--- config.mk ---
export PLATFORM = sky130hd
export DESIGN_NAME = routerOutputPort
export DESIGN_NICKNAME = d
export VERILOG_FILES = /design/src/verilog/routerPkg.sv /design/src/verilog/routerOutputPort.sv /design/src/verilog/outputArbiter.sv /design/src/verilog/packetTimer.sv /design/src/verilog/flitFifo.sv
export SDC_FILE = /design/constraint.sdc
export NUM_CORES = 2
export LEC_CHECK = 0
export BUFFER_PORTS_ARGS = -buffer_cell sky130_fd_sc_hd__buf_2
export CAP_MARGIN = 5
export CORE_MARGIN = 5
export CORE_UTILIZATION = 40
export CTS_BUF_LIST = sky130_fd_sc_hd__clkbuf_8 sky130_fd_sc_hd__clkbuf_16
export DETAILED_ROUTE_END_ITERATION = 6
export GPL_TIMING_DRIVEN = 0
export PLACE_DENSITY = 0.56
export SKIP_CTS_REPAIR_TIMING = 1
export SLEW_MARGIN = 20
export SYNTH_ARGS = -nofsm -noshare
export SYNTH_HDL_FRONTEND = slang
export SYNTH_SLANG_ARGS = --single-unit
--- constraint.sdc ---
create_clock -name clk -period 7.54 [get_ports clk]
set_input_delay 0.754 -clock clk [delete_from_list [all_inputs] [get_ports clk]]
set_output_delay 0.754 -clock clk [all_outputs]
set_load 0.05 [all_outputs]
--- src/verilog/routerPkg.sv ---
package routerPkg;

  localparam int numPorts = 5;  // Local, North, East, West, South.
  localparam int fifoDepth = 16;
  localparam int fifoPtrWidth = $clog2(fifoDepth);

  localparam int lenWidth = 12;
  localparam int portIdWidth = 3;
  localparam int dataWidth = 16;

  typedef enum logic [2:0] {
    kindHead = 3'b001,  // a header carries the packet length.
    kindBody = 3'b010
  } flitKind_t;

  typedef struct packed {
    flitKind_t               kind;
    logic [lenWidth-1:0]     len;      // packet length in flits, header included.
    logic [portIdWidth-1:0]  srcPort;  // only used for tracing.
    logic [dataWidth-1:0]    data;
  } flit_t;

  // one bit per input port.
  typedef logic [numPorts-1:0] portVec_t;

  // Arbiter state. Bit 0 means idle and bit i+1 means port i holds the output.
  typedef logic [numPorts:0] arbState_t;

  localparam arbState_t stateIdle = arbState_t'(1);

endpackage
--- src/verilog/routerOutputPort.sv ---
`timescale 1ns/10ps

module routerOutputPort (
  input  logic                clk,
  input  logic                rst,
  input  routerPkg::flit_t    inFlit [routerPkg::numPorts],
  input  routerPkg::portVec_t inValid,
  output routerPkg::flit_t    outFlit,
  output logic                outValid,
  output routerPkg::portVec_t grant
);

  import routerPkg::*;

  portVec_t request;
  portVec_t pop;
  flit_t    headFlits [numPorts];

  // one queue per input side.
  generate
    for (genvar i = 0; i < numPorts; i++)
    begin : gInQueue
      flitFifo #(
        .entry_t (flit_t)
      ) queue (
        .clk      (clk),
        .rst      (rst),
        .push     (inValid[i]),
        .din      (inFlit[i]),
        .pop      (pop[i]),
        .dout     (headFlits[i]),
        .notEmpty (request[i])
      );
    end
  endgenerate

  outputArbiter arbiter (
    .clk       (clk),
    .rst       (rst),
    .request   (request),
    .headFlits (headFlits),
    .pop       (pop),
    .grant     (grant),
    .outFlit   (outFlit),
    .outValid  (outValid)
  );

endmodule

--- src/verilog/outputArbiter.sv ---
`timescale 1ns/10ps

module outputArbiter (
  input  logic                clk,
  input  logic                rst,
  input  routerPkg::portVec_t request,
  input  routerPkg::flit_t    headFlits [routerPkg::numPorts],
  output routerPkg::portVec_t pop,
  output routerPkg::portVec_t grant,
  output routerPkg::flit_t    outFlit,
  output logic                outValid
);

  import routerPkg::*;

  arbState_t   state;
  arbState_t   nextState;
  portVec_t    timesUp;
  portVec_t    others;
  portVec_t    finished;
  int unsigned curIdx;
  flit_t       selFlit;
  logic        anyPop;

  // First requester at or after port start, in cyclic order.
  // The loop runs backwards so that the lowest offset is written last and wins.
  function automatic arbState_t pickNext(input portVec_t req, input int unsigned start);
    arbState_t   next;
    int unsigned idx;
    next = stateIdle;
    for (int k = numPorts - 1; k >= 0; k--)
    begin
      idx = (start + k) % numPorts;
      if (req[idx])
      begin
        next = '0;
        next[idx + 1] = 1'b1;
      end
    end
    return next;
  endfunction

  // one packet timer per input, all built alike.
  generate
    for (genvar i = 0; i < numPorts; i++)
    begin : gTimer
      packetTimer timer (
        .clk      (clk),
        .rst      (rst),
        .headFlit (headFlits[i]),
        .runTimer (pop[i]),
        .timesUp  (timesUp[i])
      );
    end
  endgenerate

  assign grant = state[numPorts:1];
  assign pop = grant & request;  // the granted queue drains whenever it has a flit.
  assign anyPop = |pop;

  // the granted port is left out so an emptied queue cannot win again at once.
  assign others = request & ~grant;
  assign finished = grant & timesUp;

  always_comb
  begin
    curIdx = 0;
    for (int i = 0; i < numPorts; i++)
    begin
      if (grant[i])
        curIdx = i;
    end
  end

  always_comb
  begin
    nextState = state;
    if ($countones(state) != 1)
      nextState = stateIdle;  // recover from a corrupted state.
    else if (state[0])
      nextState = pickNext(request, 0);
    else if (|finished)
      nextState = pickNext(others, curIdx + 1);  // rotate past the port just served.
  end

  always_ff @(posedge clk)
  begin
    if (rst)
      state <= stateIdle;
    else
      state <= nextState;
  end

  // Output mux. The grant is one-hot, so at most one queue head is picked.
  always_comb
  begin
    selFlit = '0;
    for (int i = 0; i < numPorts; i++)
    begin
      if (grant[i])
        selFlit = headFlits[i];
    end
  end

  always_ff @(posedge clk)
  begin
    if (anyPop)
      outFlit <= selFlit;
  end

  always_ff @(posedge clk)
  begin
    if (rst)
      outValid <= 1'b0;
    else
      outValid <= anyPop;  // one cycle behind the pop.
  end

endmodule

--- src/verilog/packetTimer.sv ---
`timescale 1ns/10ps

module packetTimer (
  input  logic             clk,
  input  logic             rst,
  input  routerPkg::flit_t headFlit,
  input  logic             runTimer,
  output logic             timesUp
);

  import routerPkg::*;

  logic [lenWidth-1:0] pktLen;
  logic [lenWidth-1:0] count;  // flits of the current packet already gone.
  logic                isHead;
  logic                lastFlit;

  assign isHead = (headFlit.kind == kindHead);

  always_comb
  begin
    if (isHead)
      lastFlit = (headFlit.len <= lenWidth'(1));  // a bare header is its own tail.
    else
      lastFlit = (count + lenWidth'(1) >= pktLen);
  end

  assign timesUp = runTimer & lastFlit;

  always_ff @(posedge clk)
  begin
    if (rst)
    begin
      pktLen <= '0;
      count <= '0;
    end
    else if (runTimer)
    begin
      if (isHead)
        pktLen <= headFlit.len;
      if (lastFlit)
        count <= '0;
      else if (isHead)
        count <= lenWidth'(1);
      else
        count <= count + lenWidth'(1);
    end
  end

endmodule

--- src/verilog/flitFifo.sv ---
`timescale 1ns/10ps

module flitFifo #(
  parameter type entry_t = routerPkg::flit_t
) (
  input  logic   clk,
  input  logic   rst,
  input  logic   push,
  input  entry_t din,
  input  logic   pop,
  output entry_t dout,
  output logic   notEmpty
);

  import routerPkg::*;

  entry_t                  mem [fifoDepth];
  logic [fifoPtrWidth-1:0] wrPtr;
  logic [fifoPtrWidth-1:0] rdPtr;
  logic [fifoPtrWidth:0]   count;
  logic                    doPop;

  assign doPop = pop & notEmpty;  // a pop on an empty queue is ignored.
  assign notEmpty = (count != '0);
  assign dout = mem[rdPtr];  // first-word fall-through.

  always_ff @(posedge clk)
  begin
    if (push)
      mem[wrPtr] <= din;
  end

  always_ff @(posedge clk)
  begin
    if (rst)
    begin
      wrPtr <= '0;
      rdPtr <= '0;
      count <= '0;
    end
    else
    begin
      if (push)
      begin
        if (wrPtr == fifoPtrWidth'(fifoDepth - 1))
          wrPtr <= '0;
        else
          wrPtr <= wrPtr + 1'b1;
      end
      if (doPop)
      begin
        if (rdPtr == fifoPtrWidth'(fifoDepth - 1))
          rdPtr <= '0;
        else
          rdPtr <= rdPtr + 1'b1;
      end
      case ({push, doPop})
        2'b10: count <= count + 1'b1;
        2'b01: count <= count - 1'b1;
        default: count <= count;  // both or neither leaves the fill level alone.
      endcase
    end
  end

endmodule

-- After elaboration in Yosys (flattened, before gate mapping)
Memory sizes are Yosys's and may differ from the RTL's. A register that Yosys moved wholly into a read port is not among the register bits.
Cells that the tools add are included.
- register bits after elaboration: 226
- memory bits (writable): 2720
- input port bits: 177
- output and inout port bits: 40
- logic and storage cells: 262
- memories kept: 5
- $add $sub $neg: 40
- divide/modulo/power cells: 5
- magnitude comparators: 25
- eq/ne operators: 26
- multiplexer cells: 91
- bitwise gates (word level): 14
- reductions and logical operators: 24
- memories (name ; words ; bits a word ; rd ports ; clocked after Yosys merged registers in ; wr ports ; line ; source):
    gInQueue[0].queue.mem ; 16 ; 34 ; 1 ; 1 ; 1 ; flitFifo.sv:17 ; entry_t mem [fifoDepth];
    gInQueue[1].queue.mem ; 16 ; 34 ; 1 ; 1 ; 1 ; flitFifo.sv:17 ;
    gInQueue[2].queue.mem ; 16 ; 34 ; 1 ; 1 ; 1 ; flitFifo.sv:17 ;
    gInQueue[3].queue.mem ; 16 ; 34 ; 1 ; 1 ; 1 ; flitFifo.sv:17 ;
    gInQueue[4].queue.mem ; 16 ; 34 ; 1 ; 1 ; 1 ; flitFifo.sv:17 ;
- operators with widths (cell ; count):
    < comparator 32 x 4 -> 1 bit, second input constant ; 10
    adder 32 x 1 -> 32 bit, second input constant ; 6
    two-way mux 34 bit ; 5
    >= comparator 32 x 1 -> 1 bit, second input constant ; 5
    modulo 32 x 3 -> 32 bit, second input constant ; 5
    two-way mux 12 bit ; 10
    two-way mux 4 bit ; 20
    two-way mux 6 bit ; 12
    adder 32 x 2 -> 32 bit, second input constant ; 2
    adder 32 bit ; 2
    adder 12 x 1 -> 12 bit, second input constant ; 5
    >= comparator 12 bit ; 5
    less-or-equal comparator 12 x 1 -> 1 bit, second input constant ; 5
    case mux 5 bit (2 select lines) ; 5
    adder 4 x 1 -> 4 bit, second input constant ; 10
    equality test 4 bit, second input constant ; 10
    adder 32 x 3 -> 32 bit, second input constant ; 1
    inequality test 32 x 2 -> 1 bit, second input constant ; 1
    two-way mux 1 bit ; 26
    adder 5 x 1 -> 5 bit, second input constant ; 5
    nonzero test 5 bit ; 5
    subtractor 5 x 1 -> 5 bit, second input constant ; 5
    bitwise AND 5 bit ; 3
    binary-select mux 1 bit (select 3 bit) ; 5
    15 further kinds ; 57

-- Longest topological paths before layout
- depth after elaboration: 19
- mapped depth: 20
- gate-level depth less buffers: 16

-- Hierarchy
A second synthesis with hierarchy kept.
- cell total of the unflattened synthesis: 6147
- area, all modules: 118122.0 sq um
- modules (own cells, without submodules) (module ; times used ; cells each ; area each (sq um) ; seq. area each (sq um)):
    flitFifo ; 5 ; 950 ; 21336.7 ; 16676.0
    packetTimer ; 5 ; 176 ; 1462.7 ; 480.5
    outputArbiter ; 1 ; 517 ; 4125.2 ; 1161.1

-- Worst setup path before layout
OpenSTA, ideal clock, no wires.
- path kind: flip-flop to flip-flop
- from: register arbiter.state[3]
- to: register arbiter.state[4]
- library setup time: 0.101 ns
- arrival time: 4.323 ns
- data required time: 7.439 ns
- setup slack: 3.116 ns
- cell stages (with the launch flop): 20
- path buffers: 4
- period minus slack after synthesis: 4.424 ns
- cells stage by stage: dfxtp_1 clkbuf_1 clkbuf_1 clkinv_1 clkbuf_1 ha_1 or2_2 clkbuf_1 nand2_1 ha_1 inv_1 ha_1 or4_1 o31ai_1 a41oi_1 a22oi_1 a21oi_1 a21o_1 a221o_1 o41ai_1
- cells in the longest elaborated chain, start to end: 18
- elaborated cells on any way between the ends: 72
- classes of those cells: add/sub: 13; div: 5; order compare: 10; eq/ne: 1; mux: 30; bitwise: 5; reduce/logical: 8
- RTL lines (what ; line ; source):
    start, declared ; outputArbiter.sv:16 ; arbState_t state;
    start signal, assigned ; outputArbiter.sv:89 ; state <= stateIdle;
    start signal, assigned ; outputArbiter.sv:91 ; state <= nextState;
    two-way mux 2 bit (2 in series) ; outputArbiter.sv:70 ; if (grant[i])
    two-way mux 3 bit ; outputArbiter.sv:70 ;
    adder 3 x 1 -> 4 bit ; outputArbiter.sv:83 ; nextState = pickNext(others, curIdx + 1);
    adder 32 x 3 -> 32 bit ; outputArbiter.sv:33 ; idx = (start + k) % numPorts;
    modulo 32 x 3 -> 32 bit ; outputArbiter.sv:33 ;
    adder 32 x 1 -> 32 bit ; outputArbiter.sv:37 ; next[idx + 1] = 1'b1;
    >= comparator 32 x 1 -> 1 bit (not written as such) / < comparator 32 x 4 -> 1 bit (equally long branches) ; outputArbiter.sv:37 ;
    logical AND 1 bit (not written as such) ; outputArbiter.sv:37 ;
    two-way mux 1 bit (not written as such) ; outputArbiter.sv:37 ;
    demux 1 bit (select 3 bit) ; n/a ;
    two-way mux 6 bit (5 in series) ; outputArbiter.sv:34 ; if (req[idx])
    two-way mux 6 bit ; outputArbiter.sv:82 ; else if (|finished)
    two-way mux 6 bit ; outputArbiter.sv:80 ; else if (state[0])
Parallel ways exist; a longest one is shown, timed or not. The select of a mux whose other input is x is not followed.
A chain may end at the register's enable or synchronous reset.

-- Worst setup path after layout
Same ends and word-level chain as after synthesis.

==> tab_implementation.tex <==
\begin{tabular}{lr}
\hline
Metric & Value \\
\hline
\multicolumn{2}{l}{\textbf{Clocking}} \\
\quad Worst-Skew Late Latency & about 0.91 ns \\
\quad H-Tree Depth & 5 \\
\quad Clk Tree Root Cell & sky130\_fd\_sc\_hd\_\_clkbuf\_16 \\
\quad Clock tree buffer depth & 4 \\
\quad TritonCTS clock tree & yes \\
\quad Clock transition time at the flip-flop clock pins of the worst setup and hold paths & 0.07 ns \\
\quad Clock tree sinks & around 3000 \\
\quad CTS Buf Count & 320 \\
\multicolumn{2}{l}{\textbf{Power}} \\
\quad Power dissipated by switching net loads & 0.0102 W \\
\quad Pwr Total & 0.0389 W \\
\quad Relative contribution of the clock network to total power & 0.390 \\
\quad Total internal power & 0.0287 W \\
\quad Part of the power in registers & 0.475 \\
\quad Leak Pwr & 43.4 nW \\
\quad Pwr/cell area & about 290 nW/um\^{}2 \\
\quad Net switching share of the total power & 0.263 \\
\quad Worst VDD drop & between 0.2 and 0.25 mV \\
\quad Share of total power in combinational logic & 0.136 \\
\multicolumn{2}{l}{\textbf{Setup path}} \\
\quad Highest net fanout along the worst path & 10 \\
\quad Endpoint of the worst-slack reg-to-reg timing path & arbiter.state[4] \\
\quad Critical Path Sink & arbiter.state[4] \\
\quad Length in cells of the worst reg-to-reg path & 20 \\
\quad Kind of start point of the critical path & flip-flop \\
\quad Required arrival time at the worst endpoint & 8.34 ns \\
\quad Setup slack on the worst flop-to-flop path & 1.75 ns \\
\quad Worst Path Arrival & $\sim$6.6 ns \\
\quad Reg-to-reg startpoint & arbiter.state[3] \\
\quad CP Class & reg2reg \\
\quad CP endpoint kind & flip-flop \\
\quad Critical Path Start & arbiter.state[3] \\
\multicolumn{2}{l}{\textbf{Synth}} \\
\quad Post-synthesis share of cell area spent on full adders, half adders and majority gates & 0.0143 \\
\quad Synth Register Bits & 2966 \\
\quad Primary flip-flop cell chosen by synthesis mapping & sky130\_fd\_sc\_hd\_\_edfxtp\_1 \\
\quad Share of flip-flops with an asynchronous set or reset & 0 \\
\quad Synthesized area & between 100000 and 150000 sq um \\
\quad Mapped Avg Cell Area & a little under 20 sq um \\
\quad Multiplexer area fraction after synthesis & 0.159 \\
\quad Number of synthesized flops with an enable pin & 2754 \\
\quad Library cell with the largest summed area after synthesis & sky130\_fd\_sc\_hd\_\_edfxtp\_1 \\
\quad Syn nets & between 6000 and 7000 \\
\quad Post-synthesis sequential area ratio & 0.737 \\
\quad Complex-gate fraction of the synthesized area & 0.0334 \\
\quad Number of cells produced by synthesis & roughly 6000 \\
\quad Xor-xnor portion of the synthesized cell area & 0.00624 \\
\quad Library cells used by synthesis & 84 \\
\quad Cell types occupying the most area after synthesis & sky130\_fd\_sc\_hd\_\_edfxtp\_1 (70\%), sky130\_fd\_sc\_hd\_\_mux4\_2 (14\%), sky130\_fd\_sc\_hd\_\_dfxtp\_1 (3.6\%) \\
\quad Area share of the largest cell type after synthesis & 0.701 \\
\quad Dominant combinational cell family by area after synthesis & multiplexers \\
\quad Yosys warning total & 0 \\
\quad Simple-gate portion of the synthesized area & 0.0339 \\
\multicolumn{2}{l}{\textbf{Detailed routing}} \\
\quad Post-detailed-route count of antenna-violating nets & 0 \\
\quad Violation count after the first detailed-route iteration & about 6200 \\
\quad Number of iterations in the first detailed-routing pass & 5 \\
\quad Remaining routing DRC violations & 0 \\
\quad Routed vias & a little over 60000 \\
\quad Routed length per placed instance & 29.5 um \\
\quad DR vias/cell & $\sim$5.6 \\
\quad Final wirelength & approximately 320000 um \\
\multicolumn{2}{l}{\textbf{Timing}} \\
\quad Final period util & 0.768 \\
\quad Worst-case clock skew & between 0.05 and 0.06 ns \\
\quad Final hold vios & 0 \\
\quad Final setup vio count & 0 \\
\quad RSZ-0062 raised after global routing & false \\
\quad Worst Max-Slew Pin Slew & 1.29 ns \\
\quad Final TNS setup & 0 ns \\
\quad Number of max-slew violations in the final report & 0 \\
\quad Fmax & roughly 0.17 GHz \\
\quad Relative slew slack & 0.131 \\
\quad Minimum clock period & just under 6 ns \\
\multicolumn{2}{l}{\textbf{Global routing}} \\
\quad Overflow left after global routing & 0 \\
\quad Overall fraction of global-route tracks in use & 0.204 \\
\quad Vias in the first global route & 62336 \\
\quad Largest net degree at the start of global routing & 35 \\
\quad Antenna violations before repair & 94 \\
\quad Wire length of the first global-routing pass & 455000 um \\
\multicolumn{2}{l}{\textbf{Min path}} \\
\quad Worst Hold Class & in2reg \\
\multicolumn{2}{l}{\textbf{Layout}} \\
\quad Synth-to-Final Area Change & 15.4\% \\
\quad Number of nets at the end of the flow & between 6000 and 7000 \\
\quad Share of layout cells above drive strength 1 & 0.252 \\
\multicolumn{2}{l}{\textbf{Floorplan}} \\
\quad Core area & 294000 sq um \\
\quad Chip Height & roughly 550 um \\
\quad Total die area & a little over 300000 sq um \\
\quad Initial core utilization & 0.402 \\
\quad Num ports & 217 \\
\quad Chip width & approximately 550 um \\
\quad Number of placement rows & 199 \\
\multicolumn{2}{l}{\textbf{Status}} \\
\quad Result of the run & complete, no violations \\
\multicolumn{2}{l}{\textbf{Placement}} \\
\quad Detailed placement HPWL & about 200000 um \\
\quad I/O Buffers & about 210 \\
\quad Final Wtd Congestion & 0.935 \\
\multicolumn{2}{l}{\textbf{Run}} \\
\quad Max capacitance violation total & 0 \\
\hline
\end{tabular}
==> worst min path at each step <==
stage / from / endpoint / depth (start not counted)
after floorplan: arbiter.gTimer[1].timer.pktLen[5] / arbiter.gTimer[1].timer.pktLen[5] / 2
after global placement: arbiter.gTimer[2].timer.count[1] / arbiter.gTimer[2].timer.count[1] / 2
after detailed placement: arbiter.gTimer[2].timer.count[11] / arbiter.gTimer[2].timer.count[11] / 2
after CTS: inValid[3] / gInQueue[3].queue.wrPtr[1] / 3
after global routing: inFlit[151] / gInQueue[0].queue.mem[2][15] / 1
final: inValid[3] / gInQueue[3].queue.wrPtr[1] / 3
==> layer usage <==
metal | routed length [um] | global-route usage | share of wire
met5 | 323 | 0 | 0.0010
met4 | 11300 | 0.0670 | 0.036
met3 | 23400 | 0.0457 | 0.074
met2 | 150000 | 0.325 | 0.47
met1 | 133000 | 0.281 | 0.42
==> critical path, cell delays in order (launching register included) <==
cell and delay (ns):
sky130_fd_sc_hd__dfxtp_1 0.38, sky130_fd_sc_hd__clkbuf_1 0.29, sky130_fd_sc_hd__clkbuf_1 0.43, sky130_fd_sc_hd__clkinv_1 0.41, sky130_fd_sc_hd__clkbuf_1 0.31, sky130_fd_sc_hd__ha_1 0.29, sky130_fd_sc_hd__or2_2 0.28, sky130_fd_sc_hd__clkbuf_1 0.22
sky130_fd_sc_hd__nand2_1 0.29, sky130_fd_sc_hd__ha_1 0.32, sky130_fd_sc_hd__inv_1 0.18, sky130_fd_sc_hd__and2_0 0.16, sky130_fd_sc_hd__o21ai_0 0.16, sky130_fd_sc_hd__o22ai_1 0.13, sky130_fd_sc_hd__o31ai_2 0.69, sky130_fd_sc_hd__a41oi_1 0.11
sky130_fd_sc_hd__a22oi_1 0.28, sky130_fd_sc_hd__a21oi_1 0.13, sky130_fd_sc_hd__a21o_1 0.22, sky130_fd_sc_hd__a221o_1 0.33, sky130_fd_sc_hd__o41ai_1 0.07
==> stage by stage <==
stage	hold WS (ns)	std cells	setup slack (ns)	util	area, sq um
after floorplan	0.436	5952	3.12	-	118000
after global placement	0.454	10084	1.56	0.422	124000
final	0.210	10772	1.75	0.463	136000
after CTS	0.115	10737	1.66	0.463	136000
after detailed placement	0.466	10160	1.71	0.428	126000
after global routing	0.190	10742	1.60	0.463	136000
==> flip-flops by register name, indices dropped and copies added, names as in the netlist, named ones only <==
register and cells:
gInQueue.queue.mem 2720, arbiter.outValid 1, gInQueue.queue.rdPtr 20, gInQueue.queue.count 25, arbiter.gTimer.timer.count 60, arbiter.outFlit 34, gInQueue.queue.wrPtr 20, arbiter.state 6
arbiter.gTimer.timer.pktLen 60
==> layout make-up <==
class	instances	area (sq um)
diodes	35	87.6
plain buffers	297	1490
clock buffers	330	8160
clock inverters	247	2030
fillers	24778	158000
inverters	126	473
multi-input cells	2563	29300
flip-flops and latches	2966	86900
well taps	3919	4900
repair buffers	289	2710
==> cell usage after synthesis, drive strengths merged, types with 24 or more instances <==
| library cell | instances |
|---|---|
| and2 | 90 |
| nand3 | 41 |
| xor2 | 62 |
| ha | 124 |
| a211oi | 30 |
| o21ai | 121 |
| and3 | 46 |
| a22oi | 84 |
| inv | 120 |
| dfxtp | 212 |
| nand3b | 24 |
| a221oi | 51 |
| buf | 148 |
| clkbuf | 149 |
| a21oi | 183 |
| nor3 | 50 |
| mux4 | 759 |
| a21o | 32 |
| nor2 | 280 |
| edfxtp | 2754 |
| nand2 | 192 |
| mux2i | 134 |
| nor2b | 25 |
==> kinds of logic (layout without fill, tap and decap cells) <==
kind of cell,count (synthesis),after routing
AO/OA/AOI/OAI,609,609
multiplexers,911,911
other,0,35
AND/OR/NAND/NOR,828,828
adder cells (fa/ha/maj),131,131
buffers and inverters,423,1289
flip-flops,2966,2966
XOR/XNOR,84,84
==> power by group through the flow <==
stage,combinational [W],clock [W],sequential (W)
floorplan,0.00277,0,0.0190
global placement,0.00511,0,0.0188
detailed placement,0.00523,0,0.0188
CTS,0.00524,0.0155,0.0185
global route,0.00555,0.0162,0.0185
finish,0.00528,0.0152,0.0185
==> layout by cell type, fill, tap and decap left out, types with 144 or more instances in the layout <==
cell,count
sky130_fd_sc_hd__a21oi_1,182
sky130_fd_sc_hd__buf_2,298
sky130_fd_sc_hd__clkbuf_1,144
sky130_fd_sc_hd__clkbuf_16,321
sky130_fd_sc_hd__dfxtp_1,212
sky130_fd_sc_hd__edfxtp_1,2754
sky130_fd_sc_hd__inv_1,204
sky130_fd_sc_hd__mux4_2,740
sky130_fd_sc_hd__nand2_1,190
sky130_fd_sc_hd__nor2_1,277
(Power assumes the default switching activity.)
